**src/tcu_consts.svh**
```systemverilog
`ifndef TCU_CONSTS_SVH
`define TCU_CONSTS_SVH

// 32-bit words per row and per column (2, 4 or 8)
`define TCU_LANES 4

// pipeline depths in enabled cycles
`define TCU_MUL_LAT 2
`define TCU_ACC_LAT 2
`define TCU_TOTAL_LAT (`TCU_MUL_LAT + `TCU_ACC_LAT)

// raw format codes on the request bus, integer group only
`define TCU_FMT_INT8  4'b1001
`define TCU_FMT_UINT8 4'b1010
`define TCU_FMT_INT4  4'b1011
`define TCU_FMT_UINT4 4'b1100

// element widths per packed format
`define TCU_W8_ELEMS 4
`define TCU_W4_ELEMS 8

`endif

```
**src/tcu_pkg.sv**
```systemverilog
`include "tcu_consts.svh"

package tcu_pkg;

    // decoded operation, anything unknown ends up as FMT_BAD
    typedef enum logic [2:0] {
        FMT_INT8,
        FMT_UINT8,
        FMT_INT4,
        FMT_UINT4,
        FMT_BAD
    } tcu_fmt_e;

    // one dot-product request
    typedef struct packed {
        logic [3:0]                  fmt;    // raw format code
        logic [`TCU_LANES-1:0][31:0] a_row;  // row words, lane 0 in the low bits
        logic [`TCU_LANES-1:0][31:0] b_col;  // column words
        logic [31:0]                 c_val;  // addend
    } fedp_req_t;

    // result beat, valid with done
    typedef struct packed {
        logic [31:0] d_val;    // wrapped dot product plus addend
        logic        fmt_err;  // request used an unsupported format
    } fedp_rsp_t;

    // signed element types see sign extension
    function automatic logic fmt_is_signed(input tcu_fmt_e fmt);
        return (fmt == FMT_INT8) || (fmt == FMT_INT4);
    endfunction

endpackage

```
**src/tcu_lane_mul.sv**
```systemverilog
`timescale 1ns/1ps
`include "tcu_consts.svh"

module tcu_lane_mul (
    input  logic              clk,
    input  logic              rst_n,
    input  logic              enable,
    input  tcu_pkg::tcu_fmt_e op,
    input  logic [31:0]       a_word,
    input  logic [31:0]       b_word,
    output logic [31:0]       lane_sum
);
    import tcu_pkg::*;

    logic [1:0][31:0] part_d;  // half-word partial sums
    logic [1:0][31:0] part_q;
    logic [31:0]      sum_q;

    // products of one 16-bit half, sign or zero extended to 32 bits
    // low 32 bits of the unsigned multiply are the two's complement result
    function automatic logic [31:0] half_sum(
        input tcu_fmt_e    fmt,
        input logic [15:0] a,
        input logic [15:0] b
    );
        logic        sgn;
        logic [31:0] acc;
        logic [31:0] ea;
        logic [31:0] eb;
        sgn = fmt_is_signed(fmt);
        acc = '0;
        case (fmt)
            FMT_INT8, FMT_UINT8: begin
                for (int j = 0; j < `TCU_W8_ELEMS / 2; j++) begin
                    ea  = {{24{sgn & a[8*j+7]}}, a[8*j +: 8]};
                    eb  = {{24{sgn & b[8*j+7]}}, b[8*j +: 8]};
                    acc = acc + ea * eb;
                end
            end
            FMT_INT4, FMT_UINT4: begin
                for (int j = 0; j < `TCU_W4_ELEMS / 2; j++) begin
                    ea  = {{28{sgn & a[4*j+3]}}, a[4*j +: 4]};
                    eb  = {{28{sgn & b[4*j+3]}}, b[4*j +: 4]};
                    acc = acc + ea * eb;
                end
            end
            default: acc = '0;  // bad format contributes nothing
        endcase
        return acc;
    endfunction

    always_comb begin
        part_d[0] = half_sum(op, a_word[15:0], b_word[15:0]);
        part_d[1] = half_sum(op, a_word[31:16], b_word[31:16]);
    end

    // mul stage 1 holds the halves, stage 2 their total
    always_ff @(posedge clk or negedge rst_n) begin
        if (!rst_n) begin
            part_q <= '0;
            sum_q  <= '0;
        end else if (enable) begin
            part_q <= part_d;
            sum_q  <= part_q[0] + part_q[1];  // wraps
        end
    end

    assign lane_sum = sum_q;

    // decoded op comes from the control block, must be clean when used
    a_op_known: assert property (
        @(posedge clk) disable iff (!rst_n)
        enable |-> !$isunknown(op)
    ) else $error("lane op unknown while enabled");

endmodule

```
**config.mk**
```make
export PLATFORM = sky130hd
export DESIGN_NAME = tcu_lane_mul
export DESIGN_NICKNAME = d
export VERILOG_FILES = /design/src/tcu_pkg.sv /design/src/tcu_lane_mul.sv
export VERILOG_INCLUDE_DIRS = /design/src /design/src/src
export SDC_FILE = /design/constraint.sdc
export NUM_CORES = 1
export LEC_CHECK = 0
export BUFFER_PORTS_ARGS = -buffer_cell sky130_fd_sc_hd__buf_2
export CAP_MARGIN = 30
export CORE_MARGIN = 1
export CORE_UTILIZATION = 40
export DETAILED_ROUTE_END_ITERATION = 12
export GPL_TIMING_DRIVEN = 0
export SLEW_MARGIN = 30
export SYNTH_ARGS = -nofsm -noshare
export SYNTH_HDL_FRONTEND = slang
export SYNTH_SLANG_ARGS = --single-unit
```
**constraint.sdc**
```tcl
create_clock -name clk -period 3.3 [get_ports clk]
set_clock_uncertainty 0.15 [all_clocks]
set_input_delay 0 -clock clk [delete_from_list [all_inputs] [get_ports clk]]
set_output_delay 0 -clock clk [all_outputs]
set_load 0.005 [all_outputs]
```
# After elaboration in Yosys (flattened, before gate mapping)
# Index checks and enable logic that the tools add are counted.
# op_classes
n_mux	2
add_sub_neg	9
n_eq_ne	3
n_reduce_logical	4
n_bitwise	16
mul	12
# ops
operator	count
32-bit one-hot mux with 2 select lines	2
5-bit by 5-bit multiplier with 10-bit output	8
9-bit by 9-bit multiplier with 18-bit output	4
18-bit by 18-bit adder with 19-bit output	2
32-bit adder	1
12-bit by 10-bit adder with 13-bit output	2
11-bit by 10-bit adder with 12-bit output	2
10-bit by 10-bit adder with 11-bit output	2
1-bit AND	16
3-bit by 2-bit == test with 1-bit output (second input constant)	2
2-bit OR reduction	2
3-bit by 1-bit == test with 1-bit output (second input constant)	1
3-bit zero test	1
1-bit logical OR	1
# word_totals
out_inout_bits	32
ff_bits	96
wordCells	49
inputBits	70

# Longest topological paths before layout
# logic_depth
depth_word	8
mapped_depth	25
depth_no_buf	24

# Worst setup path before layout
# Ideal clock, no wire load.
# synth_path
path_kind	input to register
start	input port op[2]
end	register part_q[10] (netlist name)
setup_time_ps	126
path_stages	23
slack_ps	-2983
path_buffers	2
t_required_ps	3024
arrival_ps	6007
cell_sequence	nor2_1 clkbuf_1 clkbuf_1 nand2_1 inv_1 fa_1 inv_1 fa_1 inv_1 fa_1 fa_1 fa_1 inv_1 fa_1 fa_1 inv_1 ha_1 a21oi_1 nor3b_1 and3b_1 or2_2 xnor2_1 a221o_1
# synth_between
elab_chain_cells	8
word_cells_on_any_way	26
classes_between	add/sub: 4; mul: 6; eq/ne: 3; mux: 1; bitwise: 8; reduce/logical: 4
# synth_lines
item	line_no	source
start: declaration	tcu_lane_mul.sv:8	input tcu_pkg::tcu_fmt_e op,
3-bit by 2-bit == test with 1-bit output or 3-bit zero test (tied branches)	n/a	
1-bit logical OR	tcu_pkg.sv:30	return (fmt == FMT_INT8) || (fmt == FMT_INT4);
1-bit AND (on tied branches)	n/a	
5-bit by 5-bit multiplier with 10-bit output	tcu_lane_mul.sv:44	acc = acc + ea * eb;
10-bit by 10-bit adder with 11-bit output	tcu_lane_mul.sv:44	
11-bit by 10-bit adder with 12-bit output	tcu_lane_mul.sv:44	
12-bit by 10-bit adder with 13-bit output	tcu_lane_mul.sv:44	
32-bit one-hot mux with 2 select lines (*)	tcu_lane_mul.sv:32	case (fmt)
end signal: assignment	tcu_lane_mul.sv:63	part_q <= part_d;
end: declaration	tcu_lane_mul.sv:16	logic [1:0][31:0] part_q;
# Mark *: on every way between the ends. The rest lies on a longest branch, timed or not.
# A chain may end at the register's enable or synchronous reset.

# Final worst setup path
# layout_path
start	input port op[2]
end	register part_q[30] (netlist name)
# The elaborated chain is that of the path after synthesis.

==> qor.yml <==
status:
  violations: "setup timing"
  outcome: "finished with violations"
layout:
  drive_above_1_share_pct: 16.7
  fin_nets: 3742
  area_growth_pct: 16.7
  fill_cells: 5943
  antenna_cells: 0
worst_setup_path:
  cp.buffers_inverters: 6
  start_kind: "input port"
  reg2reg_depth: 8
  path_max_fanout: 8
  r2r_start: "part_q[34]"
  path_cells: "buf_12 > nor2_4 > buf_12 > buf_12 > and2_4 > nand2b_4 > inv_4 > fa_1 > fa_1 > fa_1 > fa_1 > fa_1 > fa_1 > inv_2 > fa_1 > inv_2 > ha_4 > nand2_4 > nor3b_4 > and3b_2 > o31ai_4 > xnor2_2 > nand2_2 > o221ai_2"
  crit_cells: 24
  slowest_delay_ns: 0.58
  critical_path_class: "input port to flip-flop"
  worstPathArrival_ns: 6.12
  r2r-end: "lane_sum[23]"
  cp_top_family: "adder cells"
  critPathRequiredTime_ns: 3.33
  slowest_stage: "fa_1"
  cpMostUsedCell: "fa_1"
  crit_start: "op[2]"
  critPathCapture: "part_q[30]"
  endpoint_kind: "flip-flop"
  r2r_slack_ns: 0.37
floorplan:
  dieArea_um2: 65400
  die_h_um: 256
  start_util_pct: 40.7
  ios: 102
  row_count: 92
  fp.coreArea_um2: 63300
  die_w_um: 256
clock_network:
  cts_tree: "yes"
  cts_buffer_depth: 2
  htree_levels: 3
  ctsRootBufferMaster: "clkbuf_16"
  cts_buffers: 9
  clock_sinks: 70
  clk_pin_slew_ns: 0.06
  clk_latency_ns: 0.34
place:
  place_ws_ns: -3.63
  dp_hpwl_mm: 59.2
  routabilityCongestion: 0.918
  port_buffers: 57
sta:
  fmax_ghz: 0.164
  min_period_ns: 6.08
  finalCritPeriodShare_pct: 184
  setup_viol: 35
  tightest_slew_ns: 0.925
  slew_viol_final: 0
  slew-limit-headroom_pct: 38.3
  final-hold-violation-count: 0
  layout_setup_ws_ns: -2.78
  rsz0062_at_grt: "yes"
logic_synthesis:
  syn_area_per_cell_um2: 9.69
  synth_edf_count: 0
  ys.flop_type: "dfrtp_1"
  yosys-top-cells-area: "fa_1 (47%), ha_1 (14%), inv_1 (11%), dfrtp_1 (6.8%), nand2_1 (3.2%)"
  synth_top_area_share_pct: 47.3
  syn_nets: 3620
  async_reset_ff_share_pct: 100
  yosysUniqueCellTypes: 63
  synth.largest_area_cell: "fa_1"
  yosysSeqAreaShare_pct: 6.80
  syn_inst: 2658
  synthesis.area_um2: 25800
  ys_ff_latch: 70
  ys_warn_count: 0
routing:
  drc: 0
  via_per_inst: 4.94
  vias: 17900
  drt-pass1-iter-count: 5
  wire_per_inst_um: 18.6
  final_antenna_net_count: 0
  routed_wl_mm: 67.7
  drt_iter0_markers: 885
min_path:
  worstHoldPathType: "input port to async pin"
global_routing:
  grt_antenna_before_repair: 0
  grt_pass1_vias: 19900
  grt_max_degree: 37
  grt_overflow_total: 0
  track_usage_pct: 21.5
  grt_pass1_wl_mm: 110
run:
  cap_violations: 0
## cell families (layout without fill, tap and decap cells)
logic type      count (synthesis)  count (layout)  share of synthesized area (%)
fa+ha+maj                     892             892                           61.1
mux                            19              19                          0.792
xor+xnor                       94              94                           3.20
flops                          70              70                           6.80
compound gates                232             232                           6.34
buf+inv                       839             966                           12.2
simple gates                  512             512                           9.56
## layer usage
| metal | up-vias | global-route usage (%) | routed length (µm) |
|---|---|---|---|
| met5 | - | 0 | 0 |
| met4 | 0 | 4.89 | 1530 |
| met3 | 77 | 3.20 | 3350 |
| met2 | 365 | 36.2 | 33400 |
| met1 | 9314 | 29.2 | 29400 |
| li1 | 8172 | - | - |
## area by class of cell
type	count	area [µm²]	share of cell area, %
Buffer	82	863	2.87
Tap cell	846	1060	3.52
Sequential cell	70	1750	5.83
Clock inverter	6	93.8	0.312
Clock buffer	10	229	0.762
Inverter	754	2850	9.47
Timing Repair Buffer	114	910	3.03
Multi-Input combinational cell	1749	22300	74.2
## worst register-to-register path: stages, from the launching register on
cell,delay (ns)
dfrtp_1,0.42
ha_1,0.35
o21ai_0,0.30
o21ai_1,0.14
a211oi_1,0.37
nor2b_1,0.23
o31ai_1,0.16
a2111o_1,0.57
o21ai_0,0.14
## cells in the mapped netlist (3+ instances only)
| library cell | count |
|---|---|
| nor2_1 | 71 |
| mux2_2 | 11 |
| a211o_1 | 3 |
| nor2b_1 | 11 |
| nand4b_1 | 3 |
| dfrtp_1 | 70 |
| o21ai_0 | 47 |
| and3_1 | 10 |
| a21boi_0 | 3 |
| ha_1 | 283 |
| fa_1 | 609 |
| a32o_1 | 3 |
| nand2b_1 | 31 |
| a31oi_1 | 8 |
| and2_1 | 119 |
| a21oi_1 | 46 |
| nand4_1 | 5 |
| o21bai_1 | 7 |
| nand2_1 | 222 |
| o21a_1 | 12 |
| or3_1 | 4 |
| o31ai_1 | 6 |
| or2_2 | 7 |
| o22ai_1 | 3 |
| mux2i_1 | 8 |
| o21ai_1 | 4 |
| xnor2_1 | 69 |
| buf_1 | 3 |
| nand3_1 | 11 |
| xor2_1 | 25 |
| a211oi_1 | 15 |
| inv_1 | 754 |
| o2bb2ai_1 | 16 |
| a21o_1 | 20 |
| clkbuf_1 | 82 |
| nor3_1 | 11 |
| o221ai_1 | 13 |
## sequential cells by signal, summed over array words and instances (netlist names)
| signal | cells |
|---|---|
| part_q | 38 |
| lane_sum | 32 |
## cell usage in the layout (no fill, tap or decap), types with 27 or more instances in the layout
cell	instances
fa_1	586
inv_2	31
dfrtp_1	70
a21oi_1	31
nor2_1	56
o21ai_0	39
clkbuf_16	27
buf_2	53
ha_4	35
nand2_1	177
nand2b_1	30
inv_1	718
buf_4	46
xnor2_1	61
ha_1	246
and2_1	101
## metrics by stage
| stage | area, µm² | setup TNS (ns) | utilization, % | hold WS (ns) | instances |
|---|---|---|---|---|---|
| 2_1_floorplan | 26300 | -71.14 | - | -0.446 | 2658 |
| 3_3_place_gp | 27700 | -104.31 | 43.7 | 0.273 | 3561 |
| 3_5_place_dp | 27700 | -105.76 | 43.7 | -0.148 | 3562 |
| 4_1_cts | 29400 | -79.95 | 46.4 | 0.0460 | 3605 |
| 5_1_grt | 30100 | -84.32 | 47.5 | 0.0742 | 3631 |
| 6_report | 30100 | -78.67 | 47.5 | 0.0300 | 3631 |
## how the worst min path moves through the flow
stage / slack, ns / cells after the start / end
2_1_floorplan: -0.45 / 0 / lane_sum[0]
3_3_place_gp: 0.27 / 1 / lane_sum[10]
3_5_place_dp: -0.15 / 1 / lane_sum[2]
4_1_cts: 0.05 / 2 / lane_sum[7]
5_1_grt: 0.07 / 2 / lane_sum[7]
6_report: 0.03 / 2 / lane_sum[8]
## timing repair
action / 4_1_cts / 5_1_grt
endpoints found under the setup margin: 36 / 36
hold buffers: 2 / 0
hold endpoints to repair: 72 / 0
gates resized for setup: 217 / 121
setup buffers: 24 / 26
pin swaps: 64 / 81
gates cloned: 3 / 1
Power is left out: the tool's default activity adds up to more than one toggle a clock period on the data nets, which glitch-free logic cannot reach.
