## src/tcu_consts.svh

```systemverilog
`ifndef TCU_CONSTS_SVH
`define TCU_CONSTS_SVH

// 32-bit words per row and per column (2, 4 or 8)
`define TCU_LANES 4

// pipeline depths in enabled cycles
`define TCU_MUL_LAT 2
`define TCU_ACC_LAT 2
`define TCU_TOTAL_LAT (`TCU_MUL_LAT + `TCU_ACC_LAT)

// raw format codes on the request bus, integer group only
`define TCU_FMT_INT8  4'b1001
`define TCU_FMT_UINT8 4'b1010
`define TCU_FMT_INT4  4'b1011
`define TCU_FMT_UINT4 4'b1100

// element widths per packed format
`define TCU_W8_ELEMS 4
`define TCU_W4_ELEMS 8

`endif

```

## src/tcu_reduce_acc.sv

```systemverilog
`timescale 1ns/1ps
`include "tcu_consts.svh"

module tcu_reduce_acc (
    input  logic                        clk,
    input  logic                        rst_n,
    input  logic                        enable,
    input  logic [`TCU_LANES-1:0][31:0] lane_sum,
    input  logic [31:0]                 c_val,
    output logic [31:0]                 d_val
);

    localparam int PAIRS = `TCU_LANES / 2;

    logic [`TCU_MUL_LAT-1:0][31:0] c_pipe;  // addend waits for the lanes
    logic [PAIRS-1:0][31:0]        pair_d;
    logic [PAIRS-1:0][31:0]        pair_q;
    logic [31:0]                   c_q;
    logic [31:0]                   total_d;
    logic [31:0]                   d_q;

    // addend delay, matches the multiply stages
    always_ff @(posedge clk or negedge rst_n) begin
        if (!rst_n) begin
            c_pipe <= '0;
        end else if (enable) begin
            c_pipe[0] <= c_val;
            for (int i = 1; i < `TCU_MUL_LAT; i++) begin
                c_pipe[i] <= c_pipe[i-1];
            end
        end
    end

    // first tree level
    always_comb begin
        for (int p = 0; p < PAIRS; p++) begin
            pair_d[p] = lane_sum[2*p] + lane_sum[2*p+1];
        end
    end

    // remaining levels folded into one sum
    always_comb begin
        total_d = c_q;
        for (int p = 0; p < PAIRS; p++) begin
            total_d = total_d + pair_q[p];
        end
    end

    // acc stage 1 pairs plus addend, stage 2 final result
    always_ff @(posedge clk or negedge rst_n) begin
        if (!rst_n) begin
            pair_q <= '0;
            c_q    <= '0;
            d_q    <= '0;
        end else if (enable) begin
            pair_q <= pair_d;
            c_q    <= c_pipe[`TCU_MUL_LAT-1];
            d_q    <= total_d;  // mod 2^32
        end
    end

    assign d_val = d_q;

endmodule
```

## config.mk

```make
export PLATFORM = sky130hd
export DESIGN_NAME = tcu_reduce_acc
export DESIGN_NICKNAME = d
export VERILOG_FILES = /design/src/tcu_reduce_acc.sv
export VERILOG_INCLUDE_DIRS = /design/src /design/src/src
export SDC_FILE = /design/constraint.sdc
export NUM_CORES = 1
export LEC_CHECK = 0
export CAP_MARGIN = 5
export CELL_PAD_IN_SITES_DETAIL_PLACEMENT = 1
export CELL_PAD_IN_SITES_GLOBAL_PLACEMENT = 2
export CORE_ASPECT_RATIO = 0.9
export CORE_MARGIN = 10
export CORE_UTILIZATION = 42
export CTS_CLUSTER_DIAMETER = 60
export DETAILED_ROUTE_END_ITERATION = 10
export DONT_BUFFER_PORTS = 1
export PLACE_DENSITY = 0.83
export SLEW_MARGIN = 20
export SYNTH_ARGS = -nofsm -noshare
export SYNTH_HDL_FRONTEND = slang
export SYNTH_SLANG_ARGS = --single-unit
```

## constraint.sdc

```tcl
create_clock -name clk -period 3.7 [get_ports clk]
set_input_delay 0.185 -clock clk [delete_from_list [all_inputs] [get_ports clk]]
set_output_delay 0.185 -clock clk [all_outputs]
set_load 0.05 [all_outputs]
```

Word level (Yosys, flattened, before mapping)
Index checks and enable logic that the tools add are counted.
Word-level totals
  bits in registers: 192
  input port bits: 163
  output and inout port bits: 32
Cells by class
  add/sub/neg operators: 4
Operator list (number)
  $add 32x32->32: 4

Longest topological paths before layout
Gate-level depths: netlist of the first run.
  word-level depth: 2
  mapped depth: 13

Worst setup path after synthesis of the first run
Ideal clock, no wire load.
  kind: reg2reg
  start: register pair_q[1] (netlist bit)
  end: register d_q[23], in the netlist d_val[23]
  setup time: 0.125 ns
  data arrival time: 3.046 ns
  data required time: 3.575 ns
  slack: 0.530 ns
  stages on the path, launching flop included: 12
  buffers on the path: 0
  clock period less this slack: 3.170 ns
  cell sequence: dfrtp_1 fa_1 ha_1 fa_1 a21o_1 a22o_1 o311a_1 a21oi_2 o21ai_1 a31oi_1 xnor2_1 mux2_2
Between the ends
  longest elaborated chain between the ends: 2
RTL lines
  start: declaration: line tcu_reduce_acc.sv:17  | logic [PAIRS-1:0][31:0] pair_q;
  start signal: assignment: line tcu_reduce_acc.sv:56  | pair_q <= pair_d;
  $add 32x32->32 (2 in series): line tcu_reduce_acc.sv:45  | total_d = total_d + pair_q[p];
  end signal: assignment: line tcu_reduce_acc.sv:58  | d_q <= total_d;
  end: declaration: line tcu_reduce_acc.sv:20  | logic [31:0] d_q;
Every way passes these cells.
A chain may end at the register's enable or synchronous reset.

Worst setup path after layout of the first run
  start: register pair_q[1] (netlist bit)
  end: register d_q[27], in the netlist d_val[27]
The elaborated chain is that of the path after synthesis.

==> out/metrics.cfg, run 1 <==
[run_status]
status = finished with violations
failed_checks = hold timing

[yosys]
syn-cell-area_mm2 = 0.0127
netlist.area_leader.share_pct = 37.8
synth.avg_cell_area_um2 = 10.7
synth_cell_types = 79
synth-xor-area-share_pct = 5.03
netlist_instances = 1184
synth.largest_area_cell = dfrtp_1
ys_ff_latch = 192
synthAdderAreaFrac_pct = 14.4
synth.area.top_cells = dfrtp_1 (38%), mux2_2 (14%), ha_1 (9.1%)
yosys_most_used_dff = dfrtp_1
yosysMostFrequentCell = dfrtp_1
ys_top_cells_by_count = dfrtp_1 (192), mux2_2 (159), a21oi_1 (92), ha_1 (92), nand2_1 (79)
synth_compound_area_share_pct = 15.9
synth_nets = 1473
synth-edff-count = 0
synth_mux_area_share_pct = 14.3
synth_warnings = 0
synth_top_family_by_area = compound AO/OA/AOI/OAI gates
async_flop_share_pct = 100
synthSimpleGateAreaFrac_pct = 10.2
synth_seq_area_share_pct = 37.8

[grt]
grt_pass1_wl_um = 58100
grt.total_usage_pct = 19.5
antenna_found_initial = 5
grt_pass1_vias = 10000
grt.overflow.total = 0
grt_max_degree = 193

[critical_path]
cp-start-kind = flip-flop
r2r-end = d_val[27]
cpMaxStageDelayCell = fa_1
r2r_cells = 10
crit_top_cell = fa_1
worstReg2RegStart = pair_q[1]
path_max_fanout = 5
critPathMaxStageDelay_ns = 0.50
worstSetupPathType = reg -> reg
worstPathArrival_ns = 3.86
crit_path_cell_trace = fa_1 -> ha_1 -> fa_1 -> a21o_1 -> a22o_1 -> o31ai_2 -> o311ai_1 -> o21ai_2 -> xnor2_1 -> mux2_2
timing.reg2reg.setup_slack_ns = 0.16
worst_ep_required_time_ns = 4.03
endpoint_kind = flip-flop

[layout]
area_growth_pct = 13.0
final_net_count = 1515
register_area_mm2 = 0.00480
multi_input_area_mm2 = 0.00762
fill_cells = 3271
instances_no_fill = 1646
drive_above_1_share_pct = 17.5
fin_area_mm2 = 0.0144

[power_and_ir_drop]
powerDensity_mw_per_mm2 = 730
fin_total_pwr_w = 0.0105
p_seq_share_pct = 35.5
netSwitchingFraction_pct = 44.1
p_int_w = 0.00586
p_comb_share_pct = 46.4
p_sw_w = 0.00462
power.leakage_nw = 6.21
ir_worst_vdd_mv = 0.412
clockPowerShare_pct = 18.1

[cts]
post-cts-setup-buffer-count = 0
root_buffer = clkbuf_16
path_clk_slew_ns = 0.08
htreeDepth = 4
cts_hold_buf = 71
cts_sinks = 192
cts_buffer_depth = 2
cts_tree = yes
cts-buffers-inserted = 17
worstSkewPairLatency_ns = 0.44

[floorplanning]
die_h_um = 185
core_mm2 = 0.0299
ioPinCount = 195
initial_core_util_pct = 42.5
die-width_um = 203
num_rows = 60
die-area_mm2 = 0.0376

[sta]
layout_setup_ws_ns = 0.164
setup_tns_ns = 0
finalMaxSlewViolations = 0
min_period_ns = 3.54
clock.fmax_mhz = 283
worst_pin_slew_ns = 0.730
hold_viol_final = 192
fin_hold_ws_ns = -0.565
fin_skew_ns = 0.0135
setup_viol = 0
slew_headroom_pct = 51.3
fin_crit_sh_pct = 95.6
rsz0062_at_grt = no

[route]
drc = 0
wl_per_cell_um = 22.0
drt_iter0_drc = 383
drtAntennaViolNets = 0
routed_wl_um = 36200
viasPerCell = 5.70
firstDrtPassIters = 5
num_vias = 9377

[placement]
place_area_mm2 = 0.0130
dpl.hpwl_um = 26400
portBuffers = 0
preCtsSetupSlack_ns = 0.0756
gp_congestion = 0.827
dp_cells = 1539

[worst_hold_path]
hold_class = in -> async

[job]
maxCapViolCount = 0

-- cell usage in the layout, fill, tap and decap left out, types with 5 or more instances in the layout --
cell type	netlist	final
a211o_1	6	6
a211oi_1	7	7
a21boi_0	5	5
a21o_1	47	47
a21oi_1	92	92
a221oi_1	5	5
a31o_2	5	5
a31oi_1	7	7
and3_1	25	25
clkbuf_16	0	17
dfrtp_1	192	192
dlygate4sd3_1	0	70
fa_1	34	34
ha_1	92	92
inv_1	20	20
mux2_2	159	159
nand2_1	79	79
nand3_1	32	32
nand4_1	10	10
nor2_1	51	51
nor2b_1	12	12
nor3_1	13	13
o211ai_1	13	13
o21a_1	5	5
o21ai_0	39	39
o21ai_1	6	6
o21bai_1	6	6
o311ai_0	6	6
xnor2_1	52	52
xor2_1	21	21
-- worst max-delay path by stage --
stage	end	from	slack [ns]	cells after the start
after global routing	d_val[27]	pair_q[1]	0.02	10
after global placement	d_val[27]	pair_q[1]	0.22	10
final	d_val[27]	pair_q[1]	0.16	10
after CTS	d_val[27]	pair_q[1]	0.03	10
after floorplan	d_val[23]	pair_q[1]	0.53	11
after detailed placement	d_val[27]	pair_q[1]	0.08	10
-- critical path, delay by kind of cell, from the launching register on --
family,cells,cell delay (ns)
AOI/OAI and AO/OA,5,1.42
adders and majority gates,3,1.20
DFF,1,0.41
muxes,1,0.27
xor gates and xnor gates,1,0.12
-- area by class of cell --
cell class              count  area share (%)
clock buffers              19            3.08
repair buffers             73            5.18
clock inverters            13            1.12
diodes                      4          0.0697
inverters                  21           0.549
well taps                 403            3.51
flip-flops and latches    192            33.5
multi-input cells         921            53.0
-- routing by layer --
layer	routed length, µm	part of all wire, %	track usage (%)	vias up
met1	18200	50	28.3	4729
met3	1990	5.5	4.84	14
met2	15800	44	29.0	173
met5	13	0.036	0	-
li1	-	-	-	4459
met4	194	0.54	3.13	2
-- sequential cells by signal, summed over array words and instances (netlist names) --
signal,cells
c_q,32
d_val,32
pair_q,64
c_pipe,64
-- per-stage QoR --
step	hold slack (ns)	util [%]
global placement	-0.101	43.6
global route	-0.595	48.1
finish	-0.565	48.1
CTS	-0.579	48.0
detailed placement	-0.101	43.6
floorplan	-0.111	-
-- cells by family after synthesis --
family	Yosys count
muxes	162
xor gates and xnor gates	73
and+or+nand+nor	261
DFF	192
buffers and inverters	71
AOI/OAI and AO/OA	299
adders and majority gates	126
-- power groups by stage --
stage	combinational, W	clock (W)	sequential [W]
after floorplan	0.00366	0	0.00355
after CTS	0.00480	0.00193	0.00374
after global routing	0.00543	0.00203	0.00381
final	0.00486	0.00190	0.00373
after detailed placement	0.00460	0	0.00378
after global placement	0.00447	0	0.00375
-- what timing repair did --
item | in CTS | in global routing
endpoints found under the setup margin | 0 | 4
resized for setup | 0 | 1
endpoints found under the hold margin | 369 | 192
No activity file was read; power rests on OpenSTA's default activity.
==> inputs of run 2 (changes only) <==
--- a/config.mk
+++ b/config.mk
@@ -11,11 +11,11 @@
 export CELL_PAD_IN_SITES_GLOBAL_PLACEMENT = 2
 export CORE_ASPECT_RATIO = 0.9
 export CORE_MARGIN = 10
-export CORE_UTILIZATION = 42
+export CORE_UTILIZATION = 45
 export CTS_CLUSTER_DIAMETER = 60
 export DETAILED_ROUTE_END_ITERATION = 10
 export DONT_BUFFER_PORTS = 1
-export PLACE_DENSITY = 0.83
+export PLACE_DENSITY = 0.88
 export SLEW_MARGIN = 20
 export SYNTH_ARGS = -nofsm -noshare
 export SYNTH_HDL_FRONTEND = slang
==> constraint.sdc (replaced) <==
create_clock -name clk -period 4.1 [get_ports clk]
set_input_delay 0.205 -clock clk [delete_from_list [all_inputs] [get_ports clk]]
set_output_delay 0.205 -clock clk [all_outputs]
set_load 0.05 [all_outputs]
==> run 2 against run 1 <==
Die area decreased by 6.0%. Wire length is 1.3% higher. Critical path type unchanged. Via count decreased by 0.25%. First-iteration DRC count increased by 23%. Worst setup slack better by 0.27 ns. Final cell count down 3.9%. Sequential power shrank 9.4%. Sequential cell count did not move. Worst hold slack improved by 0.0072 ns. The flow still finishes with violations (hold timing). Critical path depth unchanged.
==> out/metrics.cfg, run 2 (same netlist as run 1, synthesis figures left out) <==
[route]
drc = 0
firstDrtPassIters = 4
drt_iter0_drc = 473
num_vias = 9354
viasPerCell = 5.92
drtAntennaViolNets = 0
wl_per_cell_um = 23.2
routed_wl_um = 36700

[critical_path]
endpoint_kind = flip-flop
path_max_fanout = 5
worstPathArrival_ns = 3.99
worst_ep_required_time_ns = 4.43
startpoint = pair_q[1]
worstReg2RegStart = pair_q[1]
worstSetupPathType = reg -> reg
cp-start-kind = flip-flop

[cts]
cts_hold_buf = 51
htreeDepth = 4
cts-buffers-inserted = 17
worstSkewPairLatency_ns = 0.45
cts_sinks = 192
root_buffer = clkbuf_16
cts_buffer_depth = 2
cts_tree = yes
path_clk_slew_ns = 0.09
post-cts-setup-buffer-count = 0
postCtsResizedCells = 0

[power_and_ir_drop]
netSwitchingFraction_pct = 45.0
p_seq_share_pct = 35.7
power.leakage_nw = 6.12
p_int_w = 0.00521
ir_worst_vdd_mv = 0.502
p_comb_share_pct = 46.4
p_sw_w = 0.00426
powerDensity_mw_per_mm2 = 671
clockPowerShare_pct = 17.9

[grt]
grt_max_degree = 193
grt.total_usage_pct = 20.6
grt.overflow.total = 0
antenna_found_initial = 2
grt_pass1_wl_um = 58000
grt_pass1_vias = 10100

[sta]
fin_hold_ws_ns = -0.558
finalMaxSlewViolations = 0
fin_skew_ns = 0.0179
rsz0062_at_grt = no
clock.fmax_mhz = 273
slew_headroom_pct = 36.1
fin_crit_sh_pct = 89.4
setup_viol = 0
min_period_ns = 3.66
hold_viol_final = 192
setup_tns_ns = 0
worst_pin_slew_ns = 0.953
layout_setup_ws_ns = 0.436

[worst_hold_path]
hold_class = in -> async

[layout]
final_net_count = 1495
drive_above_1_share_pct = 17.9
final_common_cell = dfrtp_1
fill_cells = 3013
reg_top3 = c_pipe x64, pair_q x64
area_growth_pct = 11.1
final_cell_mix = dfrtp_1 (192), mux2_2 (159), a21oi_1 (92), ha_1 (92), nand2_1 (79)

[run_status]
status = finished with violations
failed_checks = hold timing

[placement]
dpl.hpwl_um = 26800
preCtsSetupSlack_ns = 0.564
portBuffers = 0
gp_congestion = 0.835

[floorplanning]
die-width_um = 197
ioPinCount = 195
die_h_um = 179
core_mm2 = 0.0279
die-area_mm2 = 0.0354
num_rows = 58
initial_core_util_pct = 45.6

[job]
maxCapViolCount = 0

## run 2: metrics by stage
step	utilization (%)	cells	power (W)	area, µm²	hold slack, ns
after floorplan	-	1184	0.00650	12700	-0.0906
after global placement	46.5	1496	0.00740	13000	-0.0820
after detailed placement	46.5	1496	0.00759	13000	-0.0833
after CTS	50.6	1579	0.00942	14100	-0.558
after global routing	50.6	1581	0.0101	14100	-0.577
final	50.6	1581	0.00947	14100	-0.558
## run 2: area by class of cell
type                            count  area [µm²]  area share (%)
Multi-Input combinational cell    921        7610            54.0
Sequential cell                   192        4800            34.1
Timing Repair Buffer               53         561            3.97
Tap cell                          360         450            3.19
Clock buffer                       18         439            3.11
Clock inverter                     14         159            1.13
Inverter                           21        78.8           0.559
Antenna cell                        2        5.00          0.0355
## run 2: layer usage
layer  track usage, %  vias up  routed length [µm]
li1                 -     4411                   -
met1             29.0     4720               17700
met2             31.3      201               16200
met3             5.62       22                2510
met4             3.75        0                 295
met5                0        -                   0
## run 2: worst paths after layout
path	cells past startpoint	slack, ns	to
max reg2reg	10	0.44	d_val[27]
min reg2reg	1	0.51	c_pipe[26]
min in group clk	2	0.04	pair_q[37]
max in group asynchronous	0	4.40	pair_q[31]
max	10	0.44	d_val[27]
min	0	-0.56	c_pipe[3]
## run 2: power groups by stage
stage                     combinational, W  sequential, W  clock, W
after floorplan                    0.00330        0.00320         0
after global placement             0.00401        0.00339         0
after detailed placement           0.00417        0.00342         0
after CTS                          0.00434        0.00338   0.00170
after global routing               0.00488        0.00345   0.00181
final                              0.00440        0.00338   0.00169
## run 2: worst max-delay path, stage by stage (launching register included)
cell	delay, ns
dfrtp_1	0.41
fa_1	0.50
ha_1	0.23
fa_1	0.46
a21o_1	0.21
a22o_1	0.22
o31ai_1	0.52
o311ai_1	0.30
o21ai_2	0.33
xnor2_1	0.11
mux2_2	0.27
==> inputs of run 3 (changes only) <==
--- a/config.mk
+++ b/config.mk
@@ -11,11 +11,12 @@
 export CELL_PAD_IN_SITES_GLOBAL_PLACEMENT = 2
 export CORE_ASPECT_RATIO = 0.9
 export CORE_MARGIN = 10
-export CORE_UTILIZATION = 45
+export CORE_UTILIZATION = 46
+export CTS_BUF_LIST = sky130_fd_sc_hd__clkbuf_8
 export CTS_CLUSTER_DIAMETER = 60
 export DETAILED_ROUTE_END_ITERATION = 10
 export DONT_BUFFER_PORTS = 1
-export PLACE_DENSITY = 0.88
+export PLACE_DENSITY = 0.89
 export SLEW_MARGIN = 20
 export SYNTH_ARGS = -nofsm -noshare
 export SYNTH_HDL_FRONTEND = slang
==> run 3 against run 2 <==
Total power is 4.6% lower. Maximum frequency increased by 3.6%. Global-route usage fell by 0.21 points. First-iteration DRC count is 18% higher. Highest routed layer unchanged. Combinational power about the same. Worst setup slack gained 0.13 ns. Critical path type unchanged. The run still ends with hold timing left. Clock power shrank 24%. Non-clock buffer count is 22 higher. Clock-buffer cell count shrank 1. Clock skew increased by 0.0029 ns. Sequential power barely moved. Via count increased by 0.79%.
==> out/metrics.cfg, run 3 (same netlist as run 1, synthesis figures left out) <==
[critical_path]
worstSetupPathType = reg -> reg
cp_top_family = compound AO/OA/AOI/OAI gates
path_max_fanout = 5
cpMaxStageDelayCell = fa_1
crit_top_cell = fa_1
worst-path-stages = 10
crit_path_cell_trace = fa_1 -> ha_1 -> fa_1 -> a21o_1 -> a22o_1 -> o31ai_1 -> o311ai_1 -> o21ai_2 -> xnor2_1 -> mux2_2
endpoint_kind = flip-flop
timing.reg2reg.setup_slack_ns = 0.56
worst_ep_required_time_ns = 4.49
cp-start-kind = flip-flop
r2r_cells = 10
worstReg2RegStart = pair_q[1]
critPathMaxStageDelay_ns = 0.49
worstPathArrival_ns = 3.93
r2r-end = d_val[27]
cp_num_buf_inv = 0

[layout]
area_growth_pct = 11.1
reg_top3 = c_pipe x64, pair_q x64
fin_area_mm2 = 0.0141
final_common_cell = dfrtp_1
fill_cells = 2947
final_cell_mix = dfrtp_1 (192), mux2_2 (159), a21oi_1 (92), ha_1 (92), nand2_1 (79)
drive_above_1_share_pct = 17.4
final_net_count = 1517

[route]
wl_per_cell_um = 22.7
drc = 0
drt_iter0_drc = 557
drtAntennaViolNets = 0
firstDrtPassIters = 5
routed_wl_um = 36300
num_vias = 9428
viasPerCell = 5.90

[sta]
hold_viol_final = 192
setup_viol = 0
min_period_ns = 3.54
setup_tns_ns = 0
fin_skew_ns = 0.0207
fin_hold_ws_ns = -0.610
finalMaxSlewViolations = 0
fin_crit_sh_pct = 86.3
clock.fmax_mhz = 283
slew_headroom_pct = 50.2
worst_pin_slew_ns = 0.748
rsz0062_at_grt = no

[placement]
place_area_mm2 = 0.0129
dpl.hpwl_um = 25900
portBuffers = 0
gp_congestion = 0.831

[cts]
worstSkewPairLatency_ns = 0.50
cts_hold_buf = 72
htreeDepth = 4
cts_buffer_depth = 2
path_clk_slew_ns = 0.12
cts_sinks = 192
postCtsResizedCells = 0
cts-buffers-inserted = 17
cts_tree = yes
post-cts-setup-buffer-count = 0
root_buffer = clkbuf_8

[power_and_ir_drop]
power.leakage_nw = 6.11
powerDensity_mw_per_mm2 = 640
ir_worst_vdd_mv = 0.344

[worst_hold_path]
hold_class = in -> async

[run_status]
status = finished with violations
failed_checks = hold timing

[grt]
grt_pass1_vias = 10000
grt.overflow.total = 0
grt_pass1_wl_um = 56600
grt_max_degree = 193
antenna_found_initial = 3
grt.total_usage_pct = 20.4

[job]
maxCapViolCount = 0

[floorplanning]
ioPinCount = 195
initial_core_util_pct = 46.9
num_rows = 57
die-width_um = 195
core_mm2 = 0.0271
die_h_um = 178
die-area_mm2 = 0.0347

-- run 3: per-stage QoR --
step	power, W	setup WS (ns)	std cells	hold slack (ns)	utilization [%]
after floorplan	0.00650	0.930	1184	-0.0906	-
after global placement	0.00738	0.650	1489	-0.0845	47.8
after detailed placement	0.00754	0.605	1489	-0.0843	47.8
after CTS	0.00897	0.612	1593	-0.621	52.0
after global routing	0.00968	0.411	1596	-0.645	52.1
final	0.00904	0.561	1597	-0.610	52.1
-- run 3: cell type report --
type / count / area [µm²] / area share, %
clock buffers: 17 / 234 / 1.66
clock inverters: 15 / 168 / 1.19
diodes: 2 / 5.00 / 0.0355
repair buffers: 75 / 766 / 5.43
inverters: 21 / 78.8 / 0.559
multi-input cells: 921 / 7610 / 53.9
flip-flops and latches: 192 / 4800 / 34.0
well taps: 354 / 443 / 3.14
-- run 3: how the worst max path moves through the flow --
stage	slack, ns	startpoint	endpoint
after global routing	0.41	pair_q[1]	d_val[27]
after CTS	0.61	pair_q[1]	d_val[27]
after global placement	0.65	pair_q[1]	d_val[27]
after floorplan	0.93	pair_q[1]	d_val[23]
final	0.56	pair_q[1]	d_val[27]
after detailed placement	0.60	pair_q[1]	d_val[27]
-- run 3: power by group --
| group | switching, W | internal [W] |
|---|---|---|
| Clock | 0.000816 | 0.000465 |
| Combinational | 0.00234 | 0.00204 |
| Sequential | 0.00102 | 0.00236 |
| Total | 0.00417 | 0.00486 |
-- run 3: worst register-to-register path: stages, from the launching register on --
cell and delay, ns:
dfrtp_1 0.43, fa_1 0.49, ha_1 0.23, fa_1 0.46, a21o_1 0.21, a22o_1 0.23
o31ai_1 0.42, o311ai_1 0.26, o21ai_2 0.34, xnor2_1 0.10, mux2_2 0.27
-- run 3: per-layer routing --
layer	up-vias	GRT usage, %	wire [µm]
met5	-	0	0
met4	0	4.29	390
met3	31	5.04	2220
met2	216	30.8	15800
met1	4727	29.0	17900
li1	4454	-	-
