[config.mk]
export PLATFORM = sky130hd
export DESIGN_NAME = tcu_fedp_ctrl
export DESIGN_NICKNAME = d
export VERILOG_FILES = /design/src/tcu_pkg.sv /design/src/tcu_fedp_ctrl.sv
export VERILOG_INCLUDE_DIRS = /design/src /design/src/src
export SDC_FILE = /design/constraint.sdc
export NUM_CORES = 1
export LEC_CHECK = 0
export BUFFER_PORTS_ARGS = -buffer_cell sky130_fd_sc_hd__buf_2
export CELL_PAD_IN_SITES_DETAIL_PLACEMENT = 2
export CELL_PAD_IN_SITES_GLOBAL_PLACEMENT = 2
export CORE_AREA = 2 2 39 41
export CTS_CLUSTER_DIAMETER = 150
export DETAILED_ROUTE_END_ITERATION = 8
export DIE_AREA = 0 0 41 43
export PLACE_DENSITY_LB_ADDON = 0.1
export SLEW_MARGIN = 20
export SYNTH_ARGS = -nofsm -noshare
export SYNTH_HDL_FRONTEND = slang
export SYNTH_SLANG_ARGS = --single-unit
export TNS_END_PERCENT = 20
[constraint.sdc]
create_clock -name clk -period 2.31 [get_ports clk]
set_clock_uncertainty 0.1 [all_clocks]
set_input_delay 0.3465 -clock clk [delete_from_list [all_inputs] [get_ports clk]]
set_output_delay 0.3465 -clock clk [all_outputs]
set_load 0.005 [all_outputs]
[src/tcu_consts.svh]
`ifndef TCU_CONSTS_SVH
`define TCU_CONSTS_SVH

// 32-bit words per row and per column (2, 4 or 8)
`define TCU_LANES 4

// pipeline depths in enabled cycles
`define TCU_MUL_LAT 2
`define TCU_ACC_LAT 2
`define TCU_TOTAL_LAT (`TCU_MUL_LAT + `TCU_ACC_LAT)

// raw format codes on the request bus, integer group only
`define TCU_FMT_INT8  4'b1001
`define TCU_FMT_UINT8 4'b1010
`define TCU_FMT_INT4  4'b1011
`define TCU_FMT_UINT4 4'b1100

// element widths per packed format
`define TCU_W8_ELEMS 4
`define TCU_W4_ELEMS 8

`endif

[src/tcu_pkg.sv]
`include "tcu_consts.svh"

package tcu_pkg;

    // decoded operation, anything unknown ends up as FMT_BAD
    typedef enum logic [2:0] {
        FMT_INT8,
        FMT_UINT8,
        FMT_INT4,
        FMT_UINT4,
        FMT_BAD
    } tcu_fmt_e;

    // one dot-product request
    typedef struct packed {
        logic [3:0]                  fmt;    // raw format code
        logic [`TCU_LANES-1:0][31:0] a_row;  // row words, lane 0 in the low bits
        logic [`TCU_LANES-1:0][31:0] b_col;  // column words
        logic [31:0]                 c_val;  // addend
    } fedp_req_t;

    // result beat, valid with done
    typedef struct packed {
        logic [31:0] d_val;    // wrapped dot product plus addend
        logic        fmt_err;  // request used an unsupported format
    } fedp_rsp_t;

    // signed element types see sign extension
    function automatic logic fmt_is_signed(input tcu_fmt_e fmt);
        return (fmt == FMT_INT8) || (fmt == FMT_INT4);
    endfunction

endpackage

[src/tcu_fedp_ctrl.sv]
`timescale 1ns/1ps
`include "tcu_consts.svh"

module tcu_fedp_ctrl (
    input  logic              clk,
    input  logic              rst_n,
    input  logic              enable,
    input  logic              issue,
    input  logic [3:0]        fmt_raw,
    output tcu_pkg::tcu_fmt_e op,
    output logic              done,
    output logic              fmt_err
);
    import tcu_pkg::*;

    localparam int DEPTH = `TCU_TOTAL_LAT;

    logic [DEPTH-1:0] vld_sr;  // one bit per pipeline stage
    logic [DEPTH-1:0] bad_sr;
    logic             take;    // request actually enters the pipe

    // lanes see the decoded op in the issue cycle
    always_comb begin
        case (fmt_raw)
            `TCU_FMT_INT8:  op = FMT_INT8;
            `TCU_FMT_UINT8: op = FMT_UINT8;
            `TCU_FMT_INT4:  op = FMT_INT4;
            `TCU_FMT_UINT4: op = FMT_UINT4;
            default:        op = FMT_BAD;
        endcase
    end

    assign take = issue & enable;

    // valid and bad-format bits freeze with the datapath
    always_ff @(posedge clk or negedge rst_n) begin
        if (!rst_n) begin
            vld_sr <= '0;
            bad_sr <= '0;
        end else if (enable) begin
            vld_sr <= {vld_sr[DEPTH-2:0], take};
            bad_sr <= {bad_sr[DEPTH-2:0], take & (op == FMT_BAD)};
        end
    end

    assign done    = vld_sr[DEPTH-1];
    assign fmt_err = bad_sr[DEPTH-1];  // lines up with d_val

    // an error flag must always come with its result
    a_err_needs_done: assert property (
        @(posedge clk) disable iff (!rst_n)
        fmt_err |-> done
    ) else $error("fmt_err raised without done");

endmodule

== After elaboration in Yosys (flattened, before gate mapping) ==
Index checks and enable logic that the tools add are counted.

* Input port bits: 8
* Word-level logic and storage cells: 10
* Output and inout bits: 5
* Bits in registers: 8

* Mux-type cells: 1
* Bitwise operators: 2
* Equal/unequal tests: 5

{| class="wikitable"
|+ Operators with widths
! cell !! number
|-
| 4-bit equality test, second input constant || 4
|-
| 3-bit one-hot mux with 4 select lines || 1
|-
| 3-bit equality test, second input constant || 1
|-
| 1-bit AND || 2
|}

== Logic depth before layout (Yosys ltp) ==
Gate-level depths: netlist of run 1.

* Depth in word-level cells: 4
* Gate-level depth with buffers: 3
* Depth with buffers taken out: 3

== Worst setup path after synthesis of run 1 ==
OpenSTA, ideal clock, no wires.

* Kind: input port to output port
* From: input port fmt_raw[1]
* To: output port op[2]
* Buffers on the path: 0
* Setup slack: 1,053 ps
* Required time: 1,864 ps
* Cell stages on the path: 2
* Arrival time: 811 ps
* Cells stage by stage: or3_1 nand3_1

* Cells in the longest elaborated chain, start to end: 2
* Elaborated cells on any way between the ends: 5
* Classes of those cells: eq/ne: 4; mux: 1

{| class="wikitable"
|+ RTL lines
! element !! RTL line !! source
|-
| start: declaration || tcu_fedp_ctrl.sv:9 || <nowiki>input logic [3:0] fmt_raw,</nowiki>
|-
| 4-bit equality test || tcu_fedp_ctrl.sv:24 || <nowiki>case (fmt_raw)</nowiki>
|-
| 3-bit one-hot mux with 4 select lines * || tcu_fedp_ctrl.sv:24 ||
|-
| end: declaration || tcu_fedp_ctrl.sv:10 || <nowiki>output tcu_pkg::tcu_fmt_e op,</nowiki>
|}

Every way passes the cells marked *; elsewhere a longest branch is shown, timed or not.

== Worst setup path in the final report of run 1 ==
Same ends and word-level chain as after synthesis.

==> impl_metrics.yaml, run 1 <==
setup_path:
  cp_max_fo: 5
  cpMaxStageDelayCell: "or3_1"
  cpMostUsedCell: "buf_2"
  cp.required_ns: 1.86
  critPathTopFamily: "simple AND/OR/NAND/NOR gates"
  critPathArrivalTime_ns: 1.08
  critical_path_class: "input pin to primary output"
  crit_path_cell_trace: "buf_2 -> or3_1 -> nand3_1 -> buf_2"
  critPathCaptureType: "primary output"
  max_stage_delay_ns: 0.36
  worstSetupStartpointType: "input pin"
  path_buf_inv: 2
pwr:
  switching_share_pct: 23.2
  internal_power_mw: 0.258
  leakage_nw: 0.214
  pwr-share-clk_pct: 30.7
  p_seq_share_pct: 51.8
  max-vdd-ir-drop_v: 0.000220
  p_per_area_nw_per_um2: 728
  comb_power_share_pct: 17.5
  netSwitchingPower_mw: 0.0780
yosys:
  synth-seq-cells: 8
  synth.avg_cell_area_sq_um: 13.1
  syn_nets: 35
  synth_common_cells: "dfrtp_1 (8), mux2_2 (7)"
  yosys_warnings: 0
  yosysMostFrequentCell: "dfrtp_1"
  yosys.area.top_type_share_pct: 56.5
  synth_edf_count: 0
  synthTopCellsByArea: "dfrtp_1 (57%), mux2_2 (22%), a31o_1 (2.5%)"
  async_reset_ff_share_pct: 100
  synth_flop_cell: "dfrtp_1"
  syn_inst: 27
  syn_area_sq_um: 354
  ys_seq_area_share_pct: 56.5
  synth_top_area_cell: "dfrtp_1"
  synth.distinct_cells: 14
layout:
  nFillCells: 159
  drive_above_1_share_pct: 52.4
  seq_area_sq_um: 200
  multiInputGateArea_sq_um: 149
  area_delta_synth_final_pct: 30.4
  diodes: 0
  nets: 52
die:
  die_x_um: 41
  initial_core_util_pct: 25.6
  dieArea_sq_um: 1760
  core_region_area_sq_um: 1380
  io_pins: 13
  rows: 14
  die_y_um: 43
clocking:
  numCtsBuffers: 3
  cts_tree: "done"
  clock-sinks: 8
  cts_max_level: 1
  post-cts-setup-buffers: 0
  clockRootBuffer: "clkbuf_4"
  clock_tree.buffer_depth: 2
  clk_latency_ns: 0.24
  cts_hold_buf: 1
  clk_pin_slew_ns: 0.05
  cts-resized-gates: 0
timing:
  drv_slew: 0
  final.setup.tns_ns: 0
  setup_viol: 0
  period_minus_slack_ns: 1.53
  final_hold_viol_count: 0
  max_slew.worst_pin.slew_ns: 0.190
  finalCritPeriodShare_pct: 66.2
  slew_headroom_pct: 87.3
  hold_slack_ns: 0.253
  rsz0062_at_grt: "no"
  clock.fmax_mhz: 654
drt:
  first_pass_iters: 1
  wl_per_cell_um: 12.7
  drt-initial-drc-count: 0
  drcViolationCount: 0
  ant_nets: 0
  viasPerCell: 4.66
  vias: 270
  finalWirelength_um: 737
min_path:
  holdCritPathClass: "input pin to flop"
placed_design:
  portBuffers: 12
  place.gp.congestion: 0.575
  detailed_place_hpwl_um: 610
grt:
  grt_first_pass_wirelength_um: 1340
  grt_max_degree: 10
  grt_pass1_vias: 307
  antenna_found_initial: 0
  grt_use_total_pct: 12.3
  grt.overflow.total: 0
job:
  drv_cap: 0
status:
  status: "completed"
## logic make-up (layout without fill, tap and decap cells)
kind of cell,Yosys count,after routing,synth area share (%)
buffers and inverters,1,16,1.41
multiplexers,7,7,22.3
AND/OR/NAND/NOR,7,7,11.3
AO/OA/AOI/OAI,3,3,6.01
flip-flops,8,8,56.5
XOR/XNOR,1,1,2.47
## cell type report
class | instances | share of cell area [%]
timing repair buffer | 13 | 15.2
sequential | 8 | 43.4
clock buffer | 3 | 4.88
tap | 16 | 4.34
multi-input combinational | 18 | 32.2
## path summary, 6_finish.rpt
check | start | cells after the start | slack [ns] | to
min in group asynchronous | rst_n | 2 | 0.37 | vld_sr[3]
worst min-delay path | issue | 2 | 0.25 | vld_sr[0]
max in group asynchronous | rst_n | 2 | 1.57 | bad_sr[0]
worst max register to register | bad_sr[0] | 2 | 1.41 | bad_sr[0]
worst min register to register | bad_sr[0] | 1 | 0.40 | bad_sr[1]
worst max-delay path | fmt_raw[1] | 4 | 0.78 | op[2]
## worst register-to-register path, stage by stage (launching register included)
cell and delay (ns):
dfrtp_1 0.36, nor2b_1 0.13, a31o_1 0.19
## metal layers
| layer | routed length (um) | vias up | global-route usage [%] |
|---|---|---|---|
| li1 | - | 127 | - |
| met1 | 312 | 128 | 15.6 |
| met2 | 352 | 13 | 15.6 |
| met3 | 57 | 2 | 6.28 |
| met4 | 14 | 0 | 8.00 |
| met5 | 0 | - | 0 |
## flip-flops by register name, summed over array words and instances, names as in the netlist
| signal | flops |
|---|---|
| bad_sr | 4 |
| vld_sr | 4 |
## layout by cell type (no fill, tap or decap), drive strengths merged, types with 3 or more instances in the layout
master | synthesis | layout
clkbuf | 0 | 3
dfrtp | 8 | 8
buf | 1 | 12
mux2 | 7 | 7
## power groups by stage
| stage | Combinational, mW | Clock [mW] | Sequential (mW) |
|---|---|---|---|
| 2_1_floorplan | 0.0318 | 0 | 0.175 |
| 4_1_cts | 0.0605 | 0.109 | 0.175 |
| 3_3_place_gp | 0.0556 | 0 | 0.175 |
| 3_5_place_dp | 0.0591 | 0 | 0.177 |
| 5_1_grt | 0.0674 | 0.121 | 0.179 |
| 6_report | 0.0588 | 0.103 | 0.174 |
## per-stage QoR
stage               area [sq um]  worst slack [ns]  total power, mW  util (%)  instances
finish                       462             0.781            0.336      33.4         58
global placement             429             0.807            0.231      31.0         54
CTS                          462             0.767            0.345      33.4         58
floorplan                    354              1.05            0.207         -         27
global route                 462             0.754            0.367      33.4         58
detailed placement           429             0.773            0.236      31.0         54
Note: power is estimated with default switching activity, not from simulation.
==> run 2, diff against run 1 <==
--- a/config.mk
+++ b/config.mk
@@ -9,10 +9,9 @@
 export BUFFER_PORTS_ARGS = -buffer_cell sky130_fd_sc_hd__buf_2
 export CELL_PAD_IN_SITES_DETAIL_PLACEMENT = 2
 export CELL_PAD_IN_SITES_GLOBAL_PLACEMENT = 2
-export CORE_AREA = 2 2 39 41
+export CORE_UTILIZATION = 24
 export CTS_CLUSTER_DIAMETER = 150
 export DETAILED_ROUTE_END_ITERATION = 8
-export DIE_AREA = 0 0 41 43
 export PLACE_DENSITY_LB_ADDON = 0.1
 export SLEW_MARGIN = 20
 export SYNTH_ARGS = -nofsm -noshare
==> constraint.sdc (replaced) <==
create_clock -name clk -period 1.3 [get_ports clk]
set_clock_uncertainty 0.1 [all_clocks]
set_input_delay 0.195 -clock clk [delete_from_list [all_inputs] [get_ports clk]]
set_output_delay 0.195 -clock clk [all_outputs]
set_load 0.005 [all_outputs]
==> run 2 against run 1 <==
Flip-flop and latch count is the same. Combinational power grew 80%. Core utilization grew 1.2 points. Worst hold slack lost 0.15 ns. Via count shrank 0.37%. Clock-buffer cell count is the same. Wire length grew 4.5%. Sequential power grew 79%. Die area shrank 7.4%. Register-to-register slack lost 1.0 ns. Power grew 78%. Largest cell class unchanged.
==> impl_metrics.yaml, run 2 (synthesis gave the netlist of run 1 again) <==
clocking:
  clk_pin_slew_ns: 0.05
  clockRootBuffer: "clkbuf_4"
  cts_tree: "done"
  numCtsBuffers: 3
  cts_max_level: 1
  clk_latency_ns: 0.25
  post-cts-setup-buffers: 0
  clock-sinks: 8
  clock_tree.buffer_depth: 2
grt:
  grt_max_degree: 10
  grt_use_total_pct: 14.1
  grt.overflow.total: 0
  grt_first_pass_wirelength_um: 1270
  antenna_found_initial: 0
  grt_pass1_vias: 284
layout:
  fin_cells: 57
  layout_commonest_cell: "buf_2"
  multiInputGateArea_sq_um: 149
  seq_area_sq_um: 200
  nFillCells: 161
  reg_top3: "bad_sr (4), vld_sr (4)"
  nets: 52
  diodes: 0
  drive_above_1_share_pct: 52.4
  final_cell_mix: "buf_2 (12), dfrtp_1 (8), mux2_2 (7)"
  area_delta_synth_final_pct: 30.0
  fin_area_sq_um: 460
setup_path:
  path_buf_inv: 2
  worst-r2r-setup-slack_ns: 0.41
  cp.required_ns: 1.00
  critPathTopFamily: "simple AND/OR/NAND/NOR gates"
  regToRegStartpoint: "bad_sr[0]"
  critPathCaptureType: "primary output"
  worstSetupStartpointType: "input pin"
  max_stage_delay_ns: 0.36
  critPathArrivalTime_ns: 0.90
  cp_max_fo: 5
  crit_path_cell_trace: "buf_2 -> or3_1 -> nand3_1 -> buf_2"
  startpoint: "fmt_raw[1]"
  cpMostUsedCell: "buf_2"
  critical_path_class: "input pin to primary output"
  cpMaxStageDelayCell: "or3_1"
placed_design:
  detailed_place_hpwl_um: 622
  placed_cells: 53
  portBuffers: 12
  dpl_cell_area_sq_um: 428
  place.gp.congestion: 0.641
timing:
  final_hold_viol_count: 0
  clock.fmax_mhz: 836
  rsz0062_at_grt: "no"
  final.setup.tns_ns: 0
  max_slew.worst_pin.slew_ns: 0.196
  slew_headroom_pct: 87.0
  drv_slew: 0
  period_minus_slack_ns: 1.20
  setup_viol: 0
  finalCritPeriodShare_pct: 92.0
pwr:
  leakage_nw: 0.214
  p_per_area_nw_per_um2: 1300
  max-vdd-ir-drop_v: 0.000431
job:
  drv_cap: 0
min_path:
  holdCritPathClass: "input pin to flop"
  worst_hold_startpoint: "issue"
die:
  die_y_um: 40.4
  dieArea_sq_um: 1630
  initial_core_util_pct: 26.5
  rows: 13
  io_pins: 13
  die_x_um: 40.4
  core_region_area_sq_um: 1330
drt:
  drcViolationCount: 0
  vias: 269
  viasPerCell: 4.72
  first_pass_iters: 2
  ant_nets: 0
  wl_per_cell_um: 13.5
  drt-initial-drc-count: 1
  finalWirelength_um: 770
status:
  status: "completed"
[run 2: cell counts in the layout (fill, tap and decap cells not counted)]
Identical to the previous run, type by type.
[run 2: area by class of cell]
type / count / share of cell area, %
Timing Repair Buffer: 13 / 15.2
Multi-Input combinational cell: 18 / 32.3
Tap cell: 15 / 4.08
Clock buffer: 3 / 4.89
Sequential cell: 8 / 43.5
[run 2: what timing repair did]
| action | 4_1_cts | 5_1_grt |
|---|---|---|
| resized for setup | 0 | 0 |
| hold buffers | 1 | 0 |
| endpoints found under the hold margin | 8 | 0 |
[run 2: worst paths after layout]
path / to / depth (start not counted)
worst max-delay path: op[2] / 4
worst min-delay path: bad_sr[0] / 2
worst max register to register: bad_sr[0] / 2
worst min register to register: bad_sr[1] / 1
max in group asynchronous: vld_sr[3] / 2
min in group asynchronous: vld_sr[0] / 2
[run 2: routing by layer]
metal	vias up	share of wire, %	track usage [%]
met5	-	0	0
li1	126	-	-
met1	124	41	13.9
met4	0	5.6	17.5
met3	4	5.8	5.00
met2	15	47	20.6
[run 2: metrics by stage]
stage / power (mW) / utilization [%] / hold slack (ns) / setup slack (ns)
3_5_place_dp: 0.423 / 32.1 / -0.0523 / 0.0983
3_3_place_gp: 0.409 / 32.1 / -0.0607 / 0.106
6_report: 0.600 / 34.5 / 0.0983 / 0.104
4_1_cts: 0.616 / 34.5 / 0.0888 / 0.0949
2_1_floorplan: 0.367 / - / -0.201 / 0.333
5_1_grt: 0.644 / 34.5 / 0.0941 / 0.0666
[run 2: where the power goes]
part           total (mW)  internal (mW)  leakage (nW)  switching (mW)
logic               0.106         0.0627         0.103          0.0430
registers           0.311          0.291        0.0976          0.0198
clock network       0.183          0.105        0.0138          0.0780
total               0.600          0.459         0.214           0.141
==> run 3, diff against run 2 <==
--- a/config.mk
+++ b/config.mk
@@ -7,12 +7,12 @@
 export NUM_CORES = 1
 export LEC_CHECK = 0
 export BUFFER_PORTS_ARGS = -buffer_cell sky130_fd_sc_hd__buf_2
-export CELL_PAD_IN_SITES_DETAIL_PLACEMENT = 2
-export CELL_PAD_IN_SITES_GLOBAL_PLACEMENT = 2
-export CORE_UTILIZATION = 24
+export CAP_MARGIN = 10
+export CORE_AREA = 2 2 39 41
 export CTS_CLUSTER_DIAMETER = 150
 export DETAILED_ROUTE_END_ITERATION = 8
-export PLACE_DENSITY_LB_ADDON = 0.1
+export DIE_AREA = 0 0 41 43
+export GPL_ROUTABILITY_DRIVEN = 0
 export SLEW_MARGIN = 20
 export SYNTH_ARGS = -nofsm -noshare
 export SYNTH_HDL_FRONTEND = slang
==> run 3 against run 2 <==
Worst hold slack better by 0.0046 ns. Combinational power fell by 4%. Final area rose by 0.27%. Non-clock buffer count unchanged. Wire length down 28%. Flip-flop and latch count unchanged. Register-to-register slack about the same. Via count fell by 5.9%. Maximum frequency is 0.79% lower. Sequential power barely moved. Critical path depth is the same. Critical endpoint unchanged.
==> impl_metrics.yaml, run 3 (synthesis gave the netlist of run 1 again) <==
drt:
  viasPerCell: 4.36
  vias: 253
  first_pass_iters: 1
  wl_per_cell_um: 9.55
  drt-initial-drc-count: 0
  finalWirelength_um: 554
  drcViolationCount: 0
  ant_nets: 0
die:
  die_x_um: 41
  die_y_um: 43
  rows: 14
  initial_core_util_pct: 25.6
  core_region_area_sq_um: 1380
  io_pins: 13
  dieArea_sq_um: 1760
min_path:
  whs_endpoint: "bad_sr[0]"
  worst_hold_startpoint: "issue"
  hold_path_depth: 2
  holdCritPathClass: "input pin to flop"
setup_path:
  worstSetupStartpointType: "input pin"
  critPathCaptureType: "primary output"
  critPathArrivalTime_ns: 0.91
  worst-r2r-setup-slack_ns: 0.42
  cp.required_ns: 1.00
  worstRegToRegCells: 2
  critical_path_class: "input pin to primary output"
  regToRegStartpoint: "bad_sr[0]"
  r2r_end: "bad_sr[0]"
  cp_max_fo: 5
clocking:
  clock-sinks: 8
  clk_latency_ns: 0.24
  numCtsBuffers: 3
  clockRootBuffer: "clkbuf_4"
  cts_tree: "done"
  cts-resized-gates: 0
  clk_pin_slew_ns: 0.05
  cts_max_level: 1
  clock_tree.buffer_depth: 2
pwr:
  max-vdd-ir-drop_v: 0.000301
  switching_share_pct: 21.9
  p_seq_share_pct: 52.4
  pwr-share-clk_pct: 30.2
  internal_power_mw: 0.458
  leakage_nw: 0.214
  p_per_area_nw_per_um2: 1270
  comb_power_share_pct: 17.4
  netSwitchingPower_mw: 0.128
grt:
  grt.overflow.total: 0
  grt_max_degree: 10
  grt_pass1_vias: 255
  grt_first_pass_wirelength_um: 966
  grt_use_total_pct: 9.04
  antenna_found_initial: 0
layout:
  diodes: 0
  reg_top3: "bad_sr (4), vld_sr (4)"
  layout_commonest_cell: "buf_2"
  final_cell_mix: "buf_2 (12), dfrtp_1 (8), mux2_2 (7)"
  drive_above_1_share_pct: 52.4
  nets: 52
  area_delta_synth_final_pct: 30.4
status:
  status: "completed"
timing:
  period_minus_slack_ns: 1.21
  final_hold_viol_count: 0
  finalCritPeriodShare_pct: 92.8
  setup_viol: 0
  hold_slack_ns: 0.103
  rsz0062_at_grt: "no"
  slew_headroom_pct: 88.4
  max_slew.worst_pin.slew_ns: 0.174
  drv_slew: 0
  clock.fmax_mhz: 829
  final.setup.tns_ns: 0
job:
  drv_cap: 0
placed_design:
  portBuffers: 12
-- run 3: cell counts in the layout (fill, tap and decap cells not counted) --
Identical to the previous run, type by type.
-- run 3: area by class of cell --
class	count	area, sq um
Clock buffer	3	22.5
Fill cell	147	922
Sequential cell	8	200
Multi-Input combinational cell	18	149
Tap cell	16	20.0
Timing Repair Buffer	13	70.1
-- run 3: worst max-delay path, stage by stage --
cell and delay (ns):
buf_2 0.13, or3_1 0.36, nand3_1 0.11, buf_2 0.12
-- run 3: per-stage QoR --
stage	util, %	setup WS [ns]	std cells	power [mW]	instance area [sq um]
finish	33.4	0.0941	58	0.587	462
global route	33.4	0.0445	58	0.634	462
CTS	33.4	0.0937	58	0.609	462
detailed placement	31.0	0.0968	54	0.415	429
global placement	31.0	0.106	54	0.412	429
floorplan	-	0.333	27	0.367	354
-- run 3: what timing repair did --
action,in CTS,in global routing
endpoints found under the hold margin,8,0
hold buffers,1,0
buffers inserted,0,0
endpoints found under the setup margin,0,0
-- run 3: how the worst max path moves through the flow --
stage                endpoint        from  cells past startpoint
floorplan           bad_sr[0]  fmt_raw[1]                      3
global placement        op[2]  fmt_raw[1]                      4
detailed placement      op[2]  fmt_raw[1]                      4
CTS                     op[2]  fmt_raw[1]                      4
global route            op[2]  fmt_raw[1]                      4
finish                  op[2]  fmt_raw[1]                      4
-- run 3: power by group through the flow --
stage	Clock (mW)	Combinational, mW	Sequential (mW)
floorplan	0	0.0565	0.311
global placement	0	0.0995	0.313
detailed placement	0	0.102	0.313
CTS	0.195	0.105	0.308
global route	0.208	0.115	0.312
finish	0.177	0.102	0.308
-- run 3: layer usage --
metal / global-route usage [%] / wire [um] / share of wire [%]
met1: 9.00 / 225 / 41
met2: 11.9 / 287 / 52
met3: 3.14 / 41 / 7.4
met4: 12.0 / 0 / 0
met5: 0 / 0 / 0
